--- config.mk ---
export PLATFORM = sky130hd
export DESIGN_NAME = mem_subsystem_top
export DESIGN_NICKNAME = d
export VERILOG_FILES = /design/src/source/mem_pkg.sv /design/src/source/reg_access_if.sv /design/src/source/mem_subsystem_top.sv /design/src/source/burst_write_master.sv /design/src/source/burst_read_master.sv /design/src/source/ctrl_regs.sv /design/src/source/axil_slave.sv
export VERILOG_INCLUDE_DIRS = /design/src /design/src/source
export SDC_FILE = /design/constraint.sdc
export NUM_CORES = 1
export LEC_CHECK = 0
export BUFFER_PORTS_ARGS = -buffer_cell sky130_fd_sc_hd__buf_2
export CORE_MARGIN = 5
export CORE_UTILIZATION = 35
export DETAILED_ROUTE_END_ITERATION = 10
export SLEW_MARGIN = 15
export SYNTH_ARGS = -nofsm -noshare
export SYNTH_HDL_FRONTEND = slang
export SYNTH_SLANG_ARGS = --single-unit
--- constraint.sdc ---
create_clock -name clk -period 4.15 [get_ports clk]
set_input_delay 0.415 -clock clk [delete_from_list [all_inputs] [get_ports clk]]
set_output_delay 0.415 -clock clk [all_outputs]
set_load 0.01 [all_outputs]
--- src/source/mem_settings.svh ---
`ifndef MEM_SETTINGS_SVH
`define MEM_SETTINGS_SVH

// Bus widths
`define MEM_DATA_W      32
`define MEM_ADDR_W      32
`define MEM_REG_ADDR_W  4

// Cache block and the AXI burst that moves it
`define MEM_BLOCK_BYTES 64
`define MEM_BURST_LEN   (`MEM_BLOCK_BYTES / (`MEM_DATA_W / 8))

// AXI-lite register map, byte offsets
`define MEM_REG_CTRL    4'd0
`define MEM_REG_BASE    4'd4
`define MEM_REG_PC      4'd8
`define MEM_REG_STATUS  4'd12

`endif
--- src/source/mem_pkg.sv ---
`include "mem_settings.svh"

package mem_pkg;

   typedef logic [`MEM_DATA_W-1:0]     word_t;
   typedef logic [`MEM_ADDR_W-1:0]     addr_t;
   typedef logic [`MEM_REG_ADDR_W-1:0] reg_addr_t;
   typedef logic [`MEM_DATA_W/8-1:0]   strb_t;

   // Control register layout
   typedef struct packed {
      logic [`MEM_DATA_W-3:0] reserved;
      logic                   irq_en;   // Unmasks interrupt_o
      logic                   ce;       // Core clock enable
   } ctrl_fields_t;

   // Written as a raw word, decoded as fields
   typedef union packed {
      word_t        raw;
      ctrl_fields_t fields;
   } ctrl_word_u;

endpackage

--- src/source/reg_access_if.sv ---
`timescale 1ns/1ps

interface reg_access_if #(
   parameter type addr_type = logic,
   parameter type data_type = logic,
   parameter type strb_type = logic
);

   logic     wr_en;     // One cycle per accepted write
   addr_type wr_addr;
   data_type wr_data;
   strb_type wr_strb;
   addr_type rd_addr;
   data_type rd_data;   // Combinational from rd_addr

   modport slave_mp (
      output wr_en, wr_addr, wr_data, wr_strb, rd_addr,
      input  rd_data
   );

   modport regs_mp (
      input  wr_en, wr_addr, wr_data, wr_strb, rd_addr,
      output rd_data
   );

endinterface

--- src/source/mem_subsystem_top.sv ---
`timescale 1ns/1ps
`include "mem_settings.svh"

module mem_subsystem_top import mem_pkg::*; (
   input  logic      clk,
   input  logic      rst_n_i,
   // AXI-lite control slave
   input  reg_addr_t s_axi_awaddr_i,
   input  logic      s_axi_awvalid_i,
   output logic      s_axi_awready_o,
   input  word_t     s_axi_wdata_i,
   input  strb_t     s_axi_wstrb_i,
   input  logic      s_axi_wvalid_i,
   output logic      s_axi_wready_o,
   output logic      s_axi_bvalid_o,
   input  logic      s_axi_bready_i,
   input  reg_addr_t s_axi_araddr_i,
   input  logic      s_axi_arvalid_i,
   output logic      s_axi_arready_o,
   output word_t     s_axi_rdata_o,
   output logic      s_axi_rvalid_o,
   input  logic      s_axi_rready_i,
   // Core
   output logic      ce_o,
   input  addr_t     pc_i,
   input  logic      fin_interrupt_i,
   output logic      interrupt_o,
   // Scalar cache
   input  logic      read_init_i,
   input  addr_t     read_address_i,
   output word_t     read_data_o,
   output logic      read_next_o,
   input  logic      write_init_i,
   input  addr_t     write_address_i,
   input  word_t     write_data_i,
   output logic      write_next_o,
   output logic      write_done_o,
   // AXI burst master to DDR
   output addr_t     m_axi_awaddr_o,
   output logic      m_axi_awvalid_o,
   input  logic      m_axi_awready_i,
   output word_t     m_axi_wdata_o,
   output strb_t     m_axi_wstrb_o,
   output logic      m_axi_wlast_o,
   output logic      m_axi_wvalid_o,
   input  logic      m_axi_wready_i,
   input  logic      m_axi_bvalid_i,
   output logic      m_axi_bready_o,
   output addr_t     m_axi_araddr_o,
   output logic      m_axi_arvalid_o,
   input  logic      m_axi_arready_i,
   input  word_t     m_axi_rdata_i,
   input  logic      m_axi_rlast_i,
   input  logic      m_axi_rvalid_i,
   output logic      m_axi_rready_o
);

   addr_t base_address;   // DDR offset of the program

   reg_access_if #(
      .addr_type (reg_addr_t),
      .data_type (word_t),
      .strb_type (strb_t)
   ) reg_bus ();

   axil_slave axil_slave_inst (
      .clk             (clk),
      .rst_n_i         (rst_n_i),
      .s_axi_awaddr_i  (s_axi_awaddr_i),
      .s_axi_awvalid_i (s_axi_awvalid_i),
      .s_axi_awready_o (s_axi_awready_o),
      .s_axi_wdata_i   (s_axi_wdata_i),
      .s_axi_wstrb_i   (s_axi_wstrb_i),
      .s_axi_wvalid_i  (s_axi_wvalid_i),
      .s_axi_wready_o  (s_axi_wready_o),
      .s_axi_bvalid_o  (s_axi_bvalid_o),
      .s_axi_bready_i  (s_axi_bready_i),
      .s_axi_araddr_i  (s_axi_araddr_i),
      .s_axi_arvalid_i (s_axi_arvalid_i),
      .s_axi_arready_o (s_axi_arready_o),
      .s_axi_rdata_o   (s_axi_rdata_o),
      .s_axi_rvalid_o  (s_axi_rvalid_o),
      .s_axi_rready_i  (s_axi_rready_i),
      .regs            (reg_bus.slave_mp)
   );

   ctrl_regs ctrl_regs_inst (
      .clk             (clk),
      .rst_n_i         (rst_n_i),
      .regs            (reg_bus.regs_mp),
      .pc_i            (pc_i),
      .fin_interrupt_i (fin_interrupt_i),
      .ce_o            (ce_o),
      .base_address_o  (base_address),
      .interrupt_o     (interrupt_o)
   );

   // Refill path
   burst_read_master burst_read_master_inst (
      .clk             (clk),
      .rst_n_i         (rst_n_i),
      .base_address_i  (base_address),
      .read_init_i     (read_init_i),
      .read_address_i  (read_address_i),
      .read_data_o     (read_data_o),
      .read_next_o     (read_next_o),
      .m_axi_araddr_o  (m_axi_araddr_o),
      .m_axi_arvalid_o (m_axi_arvalid_o),
      .m_axi_arready_i (m_axi_arready_i),
      .m_axi_rdata_i   (m_axi_rdata_i),
      .m_axi_rlast_i   (m_axi_rlast_i),
      .m_axi_rvalid_i  (m_axi_rvalid_i),
      .m_axi_rready_o  (m_axi_rready_o)
   );

   // Writeback path
   burst_write_master burst_write_master_inst (
      .clk             (clk),
      .rst_n_i         (rst_n_i),
      .base_address_i  (base_address),
      .write_init_i    (write_init_i),
      .write_address_i (write_address_i),
      .write_data_i    (write_data_i),
      .write_next_o    (write_next_o),
      .write_done_o    (write_done_o),
      .m_axi_awaddr_o  (m_axi_awaddr_o),
      .m_axi_awvalid_o (m_axi_awvalid_o),
      .m_axi_awready_i (m_axi_awready_i),
      .m_axi_wdata_o   (m_axi_wdata_o),
      .m_axi_wstrb_o   (m_axi_wstrb_o),
      .m_axi_wlast_o   (m_axi_wlast_o),
      .m_axi_wvalid_o  (m_axi_wvalid_o),
      .m_axi_wready_i  (m_axi_wready_i),
      .m_axi_bvalid_i  (m_axi_bvalid_i),
      .m_axi_bready_o  (m_axi_bready_o)
   );

endmodule

--- src/source/burst_write_master.sv ---
`timescale 1ns/1ps
`include "mem_settings.svh"

module burst_write_master import mem_pkg::*; (
   input  logic  clk,
   input  logic  rst_n_i,
   input  addr_t base_address_i,
   input  logic  write_init_i,
   input  addr_t write_address_i,
   input  word_t write_data_i,
   output logic  write_next_o,
   output logic  write_done_o,
   output addr_t m_axi_awaddr_o,
   output logic  m_axi_awvalid_o,
   input  logic  m_axi_awready_i,
   output word_t m_axi_wdata_o,
   output strb_t m_axi_wstrb_o,
   output logic  m_axi_wlast_o,
   output logic  m_axi_wvalid_o,
   input  logic  m_axi_wready_i,
   input  logic  m_axi_bvalid_i,
   output logic  m_axi_bready_o
);

   typedef enum logic [1:0] {
      st_idle,
      st_addr,
      st_data,
      st_resp
   } state_t;

   state_t                            state_q;
   addr_t                             awaddr_q;
   logic [$clog2(`MEM_BURST_LEN)-1:0] beat_q;
   logic                              done_q;
   logic                              wvalid;
   logic                              last_beat;
   logic                              beat;

   assign wvalid    = (state_q == st_data);
   assign beat      = wvalid & m_axi_wready_i;
   // Burst length is a power of two, so the last beat is all ones
   assign last_beat = &beat_q;

   always_ff @(posedge clk or negedge rst_n_i) begin
      if (!rst_n_i) begin
         state_q <= st_idle;
         beat_q  <= '0;
         done_q  <= 1'b0;
      end else begin
         done_q <= (state_q == st_resp) & m_axi_bvalid_i;
         case (state_q)
            st_idle: if (write_init_i) state_q <= st_addr;
            st_addr: begin
               beat_q <= '0;
               if (m_axi_awready_i)
                  state_q <= st_data;
            end
            st_data: begin
               if (beat) begin
                  beat_q <= beat_q + 1'b1;
                  if (last_beat)
                     state_q <= st_resp;
               end
            end
            st_resp: if (m_axi_bvalid_i) state_q <= st_idle;
            default: state_q <= st_idle;
         endcase
      end
   end

   always_ff @(posedge clk) begin
      if (write_init_i && state_q == st_idle)
         awaddr_q <= base_address_i + write_address_i;
   end

   assign m_axi_awaddr_o  = awaddr_q;
   assign m_axi_awvalid_o = (state_q == st_addr);
   assign m_axi_wvalid_o  = wvalid;
   assign m_axi_wdata_o   = write_data_i;   // Cache holds the word until write_next_o
   assign m_axi_wstrb_o   = '1;
   assign m_axi_wlast_o   = last_beat;      // Counter wraps to zero on the last beat
   assign m_axi_bready_o  = (state_q == st_resp);
   assign write_next_o    = beat;
   assign write_done_o    = done_q;

endmodule

--- src/source/burst_read_master.sv ---
`timescale 1ns/1ps
`include "mem_settings.svh"

module burst_read_master import mem_pkg::*; (
   input  logic  clk,
   input  logic  rst_n_i,
   input  addr_t base_address_i,
   input  logic  read_init_i,
   input  addr_t read_address_i,
   output word_t read_data_o,
   output logic  read_next_o,
   output addr_t m_axi_araddr_o,
   output logic  m_axi_arvalid_o,
   input  logic  m_axi_arready_i,
   input  word_t m_axi_rdata_i,
   input  logic  m_axi_rlast_i,
   input  logic  m_axi_rvalid_i,
   output logic  m_axi_rready_o
);

   typedef enum logic [1:0] {
      st_idle,
      st_addr,
      st_data
   } state_t;

   state_t state_q;
   addr_t  araddr_q;
   word_t  data_q;
   logic   next_q;
   logic   beat;

   assign beat = (state_q == st_data) & m_axi_rvalid_i;

   always_ff @(posedge clk or negedge rst_n_i) begin
      if (!rst_n_i) begin
         state_q <= st_idle;
         next_q  <= 1'b0;
      end else begin
         next_q <= beat;
         case (state_q)
            st_idle: if (read_init_i) state_q <= st_addr;
            st_addr: if (m_axi_arready_i) state_q <= st_data;
            st_data: if (beat && m_axi_rlast_i) state_q <= st_idle;
            default: state_q <= st_idle;
         endcase
      end
   end

   // Address and beat payload
   always_ff @(posedge clk) begin
      if (read_init_i && state_q == st_idle)
         araddr_q <= base_address_i + read_address_i;
      if (beat)
         data_q <= m_axi_rdata_i;
   end

   assign m_axi_araddr_o  = araddr_q;
   assign m_axi_arvalid_o = (state_q == st_addr);
   assign m_axi_rready_o  = (state_q == st_data);   // Cache never stalls
   assign read_data_o     = data_q;
   assign read_next_o     = next_q;

endmodule

--- src/source/ctrl_regs.sv ---
`timescale 1ns/1ps
`include "mem_settings.svh"

module ctrl_regs import mem_pkg::*; (
   input  logic  clk,
   input  logic  rst_n_i,
   reg_access_if.regs_mp regs,
   input  addr_t pc_i,
   input  logic  fin_interrupt_i,
   output logic  ce_o,
   output addr_t base_address_o,
   output logic  interrupt_o
);

   ctrl_word_u ctrl_q;
   addr_t      base_q;
   logic       fin_q;       // Sticky, set by the core
   logic       irq_q;
   logic       fin_clr;

   function automatic word_t strb_merge(word_t old_w, word_t new_w, strb_t strb);
      word_t merged;
      merged = old_w;
      for (int i = 0; i < `MEM_DATA_W / 8; i++) begin
         if (strb[i])
            merged[8*i +: 8] = new_w[8*i +: 8];
      end
      return merged;
   endfunction

   // Write one to bit 0 of status
   assign fin_clr = regs.wr_en & (regs.wr_addr == `MEM_REG_STATUS) &
                    regs.wr_strb[0] & regs.wr_data[0];

   always_ff @(posedge clk or negedge rst_n_i) begin
      if (!rst_n_i) begin
         ctrl_q <= '0;
         base_q <= '0;
         fin_q  <= 1'b0;
         irq_q  <= 1'b0;
      end else begin
         if (regs.wr_en && regs.wr_addr == `MEM_REG_CTRL)
            ctrl_q.raw <= strb_merge(ctrl_q.raw, regs.wr_data, regs.wr_strb);
         if (regs.wr_en && regs.wr_addr == `MEM_REG_BASE)
            base_q <= strb_merge(base_q, regs.wr_data, regs.wr_strb);
         if (fin_interrupt_i)
            fin_q <= 1'b1;   // Set beats clear
         else if (fin_clr)
            fin_q <= 1'b0;
         irq_q <= fin_q & ctrl_q.fields.irq_en;
      end
   end

   always_comb begin
      case (regs.rd_addr)
         `MEM_REG_CTRL:   regs.rd_data = ctrl_q.raw;
         `MEM_REG_BASE:   regs.rd_data = base_q;
         `MEM_REG_PC:     regs.rd_data = pc_i;   // Live value
         `MEM_REG_STATUS: regs.rd_data = {{(`MEM_DATA_W-1){1'b0}}, fin_q};
         default:         regs.rd_data = '0;
      endcase
   end

   assign ce_o           = ctrl_q.fields.ce;
   assign base_address_o = base_q;
   assign interrupt_o    = irq_q;

endmodule

--- src/source/axil_slave.sv ---
`timescale 1ns/1ps
`include "mem_settings.svh"

module axil_slave import mem_pkg::*; (
   input  logic      clk,
   input  logic      rst_n_i,
   input  reg_addr_t s_axi_awaddr_i,
   input  logic      s_axi_awvalid_i,
   output logic      s_axi_awready_o,
   input  word_t     s_axi_wdata_i,
   input  strb_t     s_axi_wstrb_i,
   input  logic      s_axi_wvalid_i,
   output logic      s_axi_wready_o,
   output logic      s_axi_bvalid_o,
   input  logic      s_axi_bready_i,
   input  reg_addr_t s_axi_araddr_i,
   input  logic      s_axi_arvalid_i,
   output logic      s_axi_arready_o,
   output word_t     s_axi_rdata_o,
   output logic      s_axi_rvalid_o,
   input  logic      s_axi_rready_i,
   reg_access_if.slave_mp regs
);

   logic  aw_ready_q;   // Shared by AW and W
   logic  b_valid_q;
   logic  ar_ready_q;
   logic  r_valid_q;
   word_t r_data_q;
   logic  wr_accept;
   logic  rd_accept;

   assign wr_accept = aw_ready_q & s_axi_awvalid_i & s_axi_wvalid_i;
   assign rd_accept = ar_ready_q & s_axi_arvalid_i;

   // Write channel, AW and W taken together
   always_ff @(posedge clk or negedge rst_n_i) begin
      if (!rst_n_i) begin
         aw_ready_q <= 1'b0;
         b_valid_q  <= 1'b0;
      end else begin
         aw_ready_q <= ~aw_ready_q & ~b_valid_q & s_axi_awvalid_i & s_axi_wvalid_i;
         if (wr_accept)
            b_valid_q <= 1'b1;
         else if (s_axi_bready_i)
            b_valid_q <= 1'b0;
      end
   end

   // Read channel
   always_ff @(posedge clk or negedge rst_n_i) begin
      if (!rst_n_i) begin
         ar_ready_q <= 1'b0;
         r_valid_q  <= 1'b0;
      end else begin
         ar_ready_q <= ~ar_ready_q & ~r_valid_q & s_axi_arvalid_i;
         if (rd_accept)
            r_valid_q <= 1'b1;
         else if (s_axi_rready_i)
            r_valid_q <= 1'b0;
      end
   end

   always_ff @(posedge clk) begin
      if (rd_accept)
         r_data_q <= regs.rd_data;   // Held until rready
   end

   assign s_axi_awready_o = aw_ready_q;
   assign s_axi_wready_o  = aw_ready_q;
   assign s_axi_bvalid_o  = b_valid_q;
   assign s_axi_arready_o = ar_ready_q;
   assign s_axi_rvalid_o  = r_valid_q;
   assign s_axi_rdata_o   = r_data_q;

   assign regs.wr_en   = wr_accept;
   assign regs.wr_addr = s_axi_awaddr_i;
   assign regs.wr_data = s_axi_wdata_i;
   assign regs.wr_strb = s_axi_wstrb_i;
   assign regs.rd_addr = s_axi_araddr_i;

endmodule

======== After elaboration in Yosys (flattened, before gate mapping) ========
Cells that the tools add are included.
storage, ports and cells
  flip-flop bits (word level) ............. 208
  input port bits ......................... 220
  output and inout bits ................... 180
  logic and storage cells ................. 107
cells by class
  $add $sub $neg .......................... 3
  bitwise operators ....................... 19
  muxes and demuxes ....................... 19
  reduce and logical (&&, ||, !) cells .... 25
  eq/ne operators ......................... 18
operator list
  cell                 number
  $pmux 32 s4          1
  $add 32x32->32       2
  $reduce_and 2->1     9
  $mux 2               8
  $and 1x1->1          15
  $eq 4x4->1 const B   3
  $ne 2x2->1 const B   5
  $eq 4x3->1 const B   2
  $logic_not 4->1      2
  $pmux 2 s4           1
  $pmux 4 s2           1
  $reduce_bool 2->1    4
  $eq 2x2->1 const B   3
  $mux 1               6
  $ne 2x1->1 const B   3
  $pmux 2 s3           1
  $logic_and 1x1->1    5
  $reduce_and 5->1     1
  $add 4x1->4 const B  1
  $eq 2x1->1 const B   2
  $logic_not 2->1      2
  $mux 4               1
  $not 1->1            4
  $reduce_and 4->1     1
  $reduce_and 3->1     1

======== Longest topological paths before layout ========
Gate-level depths: netlist of run 1.
  depth in word-level cells ............... 7
  mapped depth ............................ 10
  gate-level depth less buffers ........... 10

======== By module ========
Synthesis of run 1 repeated with hierarchy kept, for this count alone.
second synthesis, totals
  cell total of the unflattened synthesis .. 1024
  area, all modules ....................... 11956.5 um^2
modules (own cells, without submodules)
  module              times used  area an instance (um^2)  cells each  seq. area each (um^2)
  burst_read_master   1           3647.2                   294         1996.9
  ctrl_regs           1           3492.1                   292         1651.6
  burst_write_master  1           3359.5                   348         1136.1
  axil_slave          1           1457.6                   90          1061.0

======== Worst setup path after synthesis of run 1 ========
No wires, ideal clock.
  path type ............................... input to register
  start ................................... input port read_init_i
  end ..................................... register burst_read_master_inst.araddr_q[0] (netlist: burst_read_master_inst.m_axi_araddr_o[0]), enable pin
  path slack .............................. 0.841 ns
  buffers on the path ..................... 0
  data required time ...................... 3.680 ns
  arrival ................................. 2.839 ns
  stages .................................. 1
  setup time .............................. 0.470 ns
  path through ............................ nor3b_1
on the way
  word-level cells in the longest chain between the ends .. 1
ends and longest elaborated chain
  element               RTL line                 RTL
  from (decl)           mem_subsystem_top.sv:29  input logic read_init_i,
  $logic_and 1x1->1     burst_read_master.sv:52  if (read_init_i && state_q == st_idle)
  to (signal assigned)  burst_read_master.sv:53  araddr_q <= base_address_i + read_address_i;
  to (decl)             burst_read_master.sv:28  addr_t araddr_q;
No other way between the ends.
A chain may end at the register's enable or synchronous reset.

======== Worst setup path after layout of run 1 ========
  start ................................... register ctrl_regs_inst.base_q[0] (netlist: ctrl_regs_inst.base_address_o[0])
  end ..................................... register burst_write_master_inst.awaddr_q[28] (netlist: burst_write_master_inst.m_axi_awaddr_o[28]), data pin
on the way
  word-level cells in the longest chain between the ends .. 1
ends and longest elaborated chain
  element                 RTL line                  RTL
  from (decl)             ctrl_regs.sv:16           addr_t base_q;
  from (signal assigned)  ctrl_regs.sv:45           base_q <= strb_merge(base_q, regs.wr_data, regs.wr_strb);
  $add 32x32->32          burst_write_master.sv:74  awaddr_q <= base_address_i + write_address_i;
  to (signal assigned)    burst_write_master.sv:74
  to (decl)               burst_write_master.sv:33  addr_t awaddr_q;
No other way between the ends.

==> qor.yml, run 1 <==
reg2reg_depth: 10
yosys.area.top_type: "edfxtp_1"
cp-end-kind: "register"
synthDistinctLibCells: 68
drc_errors: 0
antenna_left: 0
synth_compound_area_share_pct: 12.5
setup_slack_ps: 973
cts_resized: 0
synth-edff-count: 128
r2r-start: "ctrl_regs_inst.base_address_o[0]"
max_stage_delay_ps: 470
preCtsSetupSlack_ps: 951
syn_area_per_cell_um2: 11.6
path_buf_inv: 0
htree_levels: 1
p_per_area_nw_per_um2: 429
dieHeight_um: 189
wire_per_inst_um: 20.3
gp_congestion: 0.918
crit_chain: "ha_1 -> fa_1 -> a21o_1 -> a21oi_1 -> o21ai_1 -> a41o_1 -> a31oi_1 -> o21bai_1 -> a211oi_1 -> xnor2_1"
synth_top_area_share_pct: 34.2
max-slew-margin-rel_pct: 36.0
synth.most_common_cell: "edfxtp_1"
fin_nets: 1564
clock_latency_ps: 530
regToRegEndpoint: "burst_write_master_inst.m_axi_awaddr_o[28]"
synth_area_um2: 11200
first_global_vias: 8945
layout-drive-gt1-share_pct: 35.6
rsz0062_at_grt: "false"
via_per_inst: 5.10
port_buffers: 331
clk_pin_slew_worst_paths_ps: 60
core_um2: 31600
finalSetupViolCount: 0
clockBufferDepth: 3
synth_area_leaders: "edfxtp_1, dfrtp_1, ha_1"
place_hpwl_um: 27500
root_buffer: "clkbuf_16"
post_cts_buffers: 0
critPathLaunchType: "register"
ys_top_cells_by_count: "edfxtp_1, nor2_1, dfrtp_1"
placementRows: 65
pin_count: 400
drt_wl_total_um: 34500
fin_crit_ps: 3180
critical_path_class: "register to register"
worstPathMaxFanout: 5
dieArea_um2: 35800
die_x_um: 189
slowest_stage: "dfrtp_1"
worst_pin_slew_ps: 960
skew_ps: 14.5
async_flop_share_pct: 38.5
yosys.area_share.xor_xnor_pct: 4.59
required_ps: 4420
ys_seq_elements: 208
cts_hold_buffers: 0
cap_violations: 0
yosysSeqAreaShare_pct: 52.0
syn2layout_area_growth_pct: 24.5
outcome: "complete, no violations"
maxSlewViolCount: 0
yosysWarnings: 0
max-vdd-ir-drop_mv: 0.311
grt_max_degree: 66
yosys.area_share.simple_pct: 9.42
synth_fa_ha_area_share_pct: 7.92
final_hold_viol_count: 0
num_vias: 8689
track_usage_pct: 18.3
hp-class: "primary input to asynchronous set/reset pin"
critPathTopFamily: "compound AO/OA/AOI/OAI gates"
tns_ps: 0
grt_first_pass_wirelength_um: 51300
worstPathArrival_ps: 3450
synth_cells: 966
cts_tree: "done"
ys.flop_type: "edfxtp_1"
antenna_found_initial: 9
synthMuxAreaShare_pct: 9.47
dr.first_iter.drc_count: 425
fmax_mhz: 315
drtPass1Iterations: 5
cts_sinks: 208
period_share_pct: 76.5
worst-r2r-setup-slack_ps: 970
cts_made_buffers: 26
synth_top_family_by_area: "compound AO/OA/AOI/OAI gates"
grt_remaining_overflow: 0
start_util_pct: 35.6
leakage_nw: 6.68
==> registers in the layout (all words and copies together), names as in the netlist, 2 cells and up <==
| name | count |
|---|---|
| burst_read_master_inst.m_axi_araddr_o | 32 |
| burst_write_master_inst.m_axi_awaddr_o | 32 |
| burst_read_master_inst.read_data_o | 32 |
| burst_read_master_inst.state_q | 2 |
| axil_slave_inst.s_axi_rdata_o | 32 |
| burst_write_master_inst.state_q | 2 |
| ctrl_regs_inst.ctrl_q | 32 |
| ctrl_regs_inst.base_address_o | 32 |
| burst_write_master_inst.beat_q | 4 |
==> final cells by class <==
type | instances | area [µm²]
antenna | 7 | 17.5
clock buffer | 36 | 741
clock inverter | 12 | 135
fill | 3023 | 17600
inverter | 23 | 86.3
multi-input combinational | 677 | 4970
sequential | 208 | 5850
tap | 402 | 503
timing repair buffer | 338 | 1710
==> kinds of logic after synthesis <==
| kind of cell | after synthesis |
|---|---|
| buffers and inverters | 84 |
| flip-flops | 208 |
| other | 1 |
| XOR/XNOR | 59 |
| multiplexers | 97 |
| adder cells (fa/ha/maj) | 70 |
| AND/OR/NAND/NOR | 232 |
| AO/OA/AOI/OAI | 215 |
==> layout by cell type, fill, tap and decap left out, types with 3 or more instances in the layout <==
master     netlist  final
and2_1           8      8
o221ai_1         3      3
edfxtp_1       128    128
clkbuf_1        24      7
nor2_1          94     94
conb_1           1      4
ha_1            68     68
a221oi_1         6      6
buf_4           37      8
mux2_2          65     65
o21ai_0         31     31
o21bai_1        10     10
a31o_2           3      3
nor3_1          11     11
nand2b_1         5      5
nand3_1         13     13
dfrtp_1         80     80
xnor2_1         35     35
a31oi_1          7      7
a211oi_1         7      7
buf_2            0    330
diode_2          0      7
xor2_1          24     24
clkbuf_16        0     28
a21oi_1         78     78
inv_1           23     23
mux2i_1         31     31
a21o_1          31     31
a21boi_0         4      4
nor2b_1         10      9
nand4_1         10     10
nand2_1         59     59
and3_1           7      7
==> worst max-delay path by stage <==
stage / start / end / slack (ps) / cells past startpoint
2_1_floorplan: read_init_i / burst_read_master_inst.m_axi_araddr_o[0] / 840 / 1
6_report: ctrl_regs_inst.base_address_o[0] / burst_write_master_inst.m_axi_awaddr_o[28] / 970 / 10
4_1_cts: ctrl_regs_inst.base_address_o[0] / burst_read_master_inst.m_axi_araddr_o[30] / 1010 / 10
3_3_place_gp: read_address_i[0] / burst_read_master_inst.m_axi_araddr_o[30] / 1010 / 11
5_1_grt: ctrl_regs_inst.base_address_o[0] / burst_read_master_inst.m_axi_araddr_o[30] / 820 / 10
3_5_place_dp: read_address_i[6] / burst_read_master_inst.m_axi_araddr_o[31] / 950 / 10
==> power by group <==
part	leakage [nW]	internal (W)	switching [W]
clock	0.420	0.00138	0.000896
sequential	2.29	0.00251	0.000110
combinational	3.97	0.000443	0.000675
==> metrics by stage <==
stage | area, µm² | hold WS (ps) | std cells | utilization [%] | power [W]
5_1_grt | 14000 | 35.5 | 1702 | 44.3 | 0.00632
6_report | 14000 | 9.05 | 1703 | 44.3 | 0.00602
3_5_place_dp | 13100 | 440 | 1648 | 41.4 | 0.00380
2_1_floorplan | 11300 | 119 | 969 | - | 0.00331
3_3_place_gp | 13100 | 444 | 1648 | 41.4 | 0.00378
4_1_cts | 14000 | 34.8 | 1696 | 44.2 | 0.00611
==> worst reg2reg max path: stages, from the launching register on <==
cell and delay (ps):
dfrtp_1 470, ha_1 260, fa_1 410, a21o_1 200, a21oi_1 280, o21ai_1 170
a41o_1 360, a31oi_1 210, o21bai_1 150, a211oi_1 320, xnor2_1 100
==> layer usage <==
metal | up-vias | wire (µm) | track usage [%]
li1 | 4158 | - | -
met4 | 4 | 1170 | 6.71
met2 | 323 | 16300 | 31.1
met1 | 4129 | 14400 | 22.7
met5 | - | 21 | 0
met3 | 75 | 2620 | 4.61
No activity file was read; power rests on OpenSTA's default activity.
==> inputs of run 2 (changes only) <==
clock period = 3.2 ns   (was 4.15 ns; I/O delays follow)
==> run 2 against run 1 <==
Effect of this change: clock skew is 6.3 ps higher; combinational power is 36% higher; setup slack worse by 790 ps; via count is 2.8% higher; hold slack better by 21 ps; die area stayed put; routed wire length is 1.0% higher; first-iteration DRC count is 23% higher; critical endpoint is now burst_read_master_inst.m_axi_araddr_o[30].
==> qor.yml, run 2 (synthesized netlist as in run 1, its figures left out) <==
cts_sinks: 208  # unchanged
slowest_stage: "or4b_1"  # was dfrtp_1
fill_cells: 2941  # was 3023
track_usage_pct: 18.7  # was 18.3%
outcome: "complete, no violations"  # unchanged
clockBufferDepth: 3  # unchanged
via_per_inst: 5.05  # was 5.10
hp-class: "primary input to register"  # was primary input to asynchronous set/reset pin
cpMostUsedCell: "a21oi_2"
leakage_nw: 6.99  # was 6.68 nW
layout-drive-gt1-share_pct: 35.1  # was 35.6%
place_hpwl_um: 27300  # was 27500 µm
finalSetupViolCount: 0  # unchanged
critPathTopFamily: "compound AO/OA/AOI/OAI gates"  # unchanged
period_share_pct: 94.2  # was 76.5%
skew_ps: 20.9  # was 14.5 ps
fin_crit_ps: 3010  # was 3180 ps
max_stage_delay_ps: 470  # about the same
worstPathArrival_ps: 3380  # was 3450 ps
setup_slack_ps: 186  # was 973 ps
drt_wl_total_um: 34900  # was 34500 µm
wire_per_inst_um: 19.7  # was 20.3 µm
final_common_cell: "buf_2"  # unchanged
drtPass1Iterations: 4  # was 5
path_buf_inv: 0  # unchanged
htree_levels: 1  # unchanged
cp-end-kind: "register"  # unchanged
port_buffers: 331  # unchanged
start_util_pct: 35.6  # unchanged
maxSlewViolCount: 0  # unchanged
pin_count: 400  # unchanged
gp_congestion: 0.921  # was 0.918
dieArea_um2: 35800  # unchanged
worst_pin_slew_ps: 860  # was 960 ps
mostFrequentLayoutCells: "buf_2, edfxtp_1, nor2_1, dfrtp_1, a21oi_1"  # unchanged
fmax_mhz: 332  # was 315 MHz
grt_max_degree: 81  # was 66
power_w: 0.00795  # was 0.00602 W
clk_pin_slew_worst_paths_ps: 60  # about the same
cap_violations: 0  # unchanged
crit_chain: "ha_1 -> fa_1 -> a21o_1 -> a221o_1 -> o21ai_4 -> a21oi_2 -> o211ai_2 -> a21oi_2 -> or4b_1 -> o2111ai_1"  # was ha_1 -> fa_1 -> a21o_1 -> a21oi_1 -> o21ai_1 -> a41o_1 -> a31oi_1 -> o21bai_1 -> a211oi_1 -> xnor2_1
max-vdd-ir-drop_mv: 0.328  # was 0.311 mV
preCtsSetupSlack_ps: 109  # was 951 ps
fin_nets: 1632  # was 1564
worst-r2r-setup-slack_ps: 190  # was 970 ps
num_vias: 8928  # was 8689
fin_util_pct: 46.5  # was 44.3%
seq_area_um2: 5850  # about the same
root_buffer: "clkbuf_16"  # unchanged
syn2layout_area_growth_pct: 30.8  # was 24.5%
cts_tree: "done"  # unchanged
drc_errors: 0  # unchanged
grt_first_pass_wirelength_um: 52600  # was 51300 µm
worstPathMaxFanout: 4  # was 5
final_hold_viol_count: 0  # unchanged
multi_input_area_um2: 4980  # was 4970 µm²
die_x_um: 189  # unchanged
critPathLaunchType: "register"  # unchanged
max-slew-margin-rel_pct: 42.7  # was 36.0%
placementRows: 65  # unchanged
clock_latency_ps: 540  # was 530 ps
dr.first_iter.drc_count: 523  # was 425
antenna_found_initial: 8  # was 9
cts_made_buffers: 26  # unchanged
critical_path_class: "register to register"  # unchanged
core_um2: 31600  # unchanged
first_global_vias: 9244  # was 8945
required_ps: 3560  # was 4420 ps
antenna_left: 0  # unchanged
p_per_area_nw_per_um2: 541  # was 429 nW/µm²
grt_remaining_overflow: 0  # unchanged
dieHeight_um: 189  # unchanged
-- run 2: through the flow --
stage                     hold slack (ps)  cell area, µm²  setup TNS (ps)  instances
after floorplan                      24.4           11300               0        969
after global placement                375           13200               0       1661
after detailed placement              384           13200               0       1661
after CTS                           0.896           14700               0       1764
after global routing                 7.85           14700           -1.87       1768
final                                29.7           14700               0       1768
-- run 2: repair_timing --
| action | CTS | global route |
|---|---|---|
| setup endpoints to repair | 0 | 2 |
| gates resized for setup | 0 | 2 |
| buffers inserted | 0 | 0 |
| hold buffers | 55 | 0 |
| endpoints found under the hold margin | 139 | 0 |
-- run 2: cell type report --
class                      instances  share of cell area [%]
sequential                       208                    39.8
multi-input combinational        677                    33.9
timing repair buffer             406                    16.1
clock buffer                      42                    5.52
tap                              402                    3.42
clock inverter                     6                   0.655
inverter                          23                   0.587
antenna                            4                  0.0681
-- run 2: per-layer routing --
metal | share of wire, % | global-route usage [%]
met3 | 6.3 | 4.11
met4 | 4.7 | 8.12
met1 | 43 | 23.8
met5 | 0.13 | 0
met2 | 46 | 30.9
-- run 2: final timing paths --
kind	start	endpoint	cells past startpoint
hold reg to reg	axil_slave_inst.s_axi_arready_o	axil_slave_inst.s_axi_arready_o	1
hold / removal	s_axi_wdata_i[29]	ctrl_regs_inst.base_address_o[29]	2
setup / recovery	ctrl_regs_inst.base_address_o[0]	burst_read_master_inst.m_axi_araddr_o[30]	10
setup reg to reg	ctrl_regs_inst.base_address_o[0]	burst_read_master_inst.m_axi_araddr_o[30]	10
max in group asynchronous	rst_n_i	ctrl_regs_inst.base_address_o[0]	3
min in group asynchronous	rst_n_i	burst_write_master_inst.write_done_o	3
-- run 2: where the power goes --
group	internal, W	total (W)	switching [W]
registers	0.00325	0.00340	0.000143
clock network	0.00189	0.00303	0.00114
logic	0.000630	0.00152	0.000894
total	0.00578	0.00795	0.00218
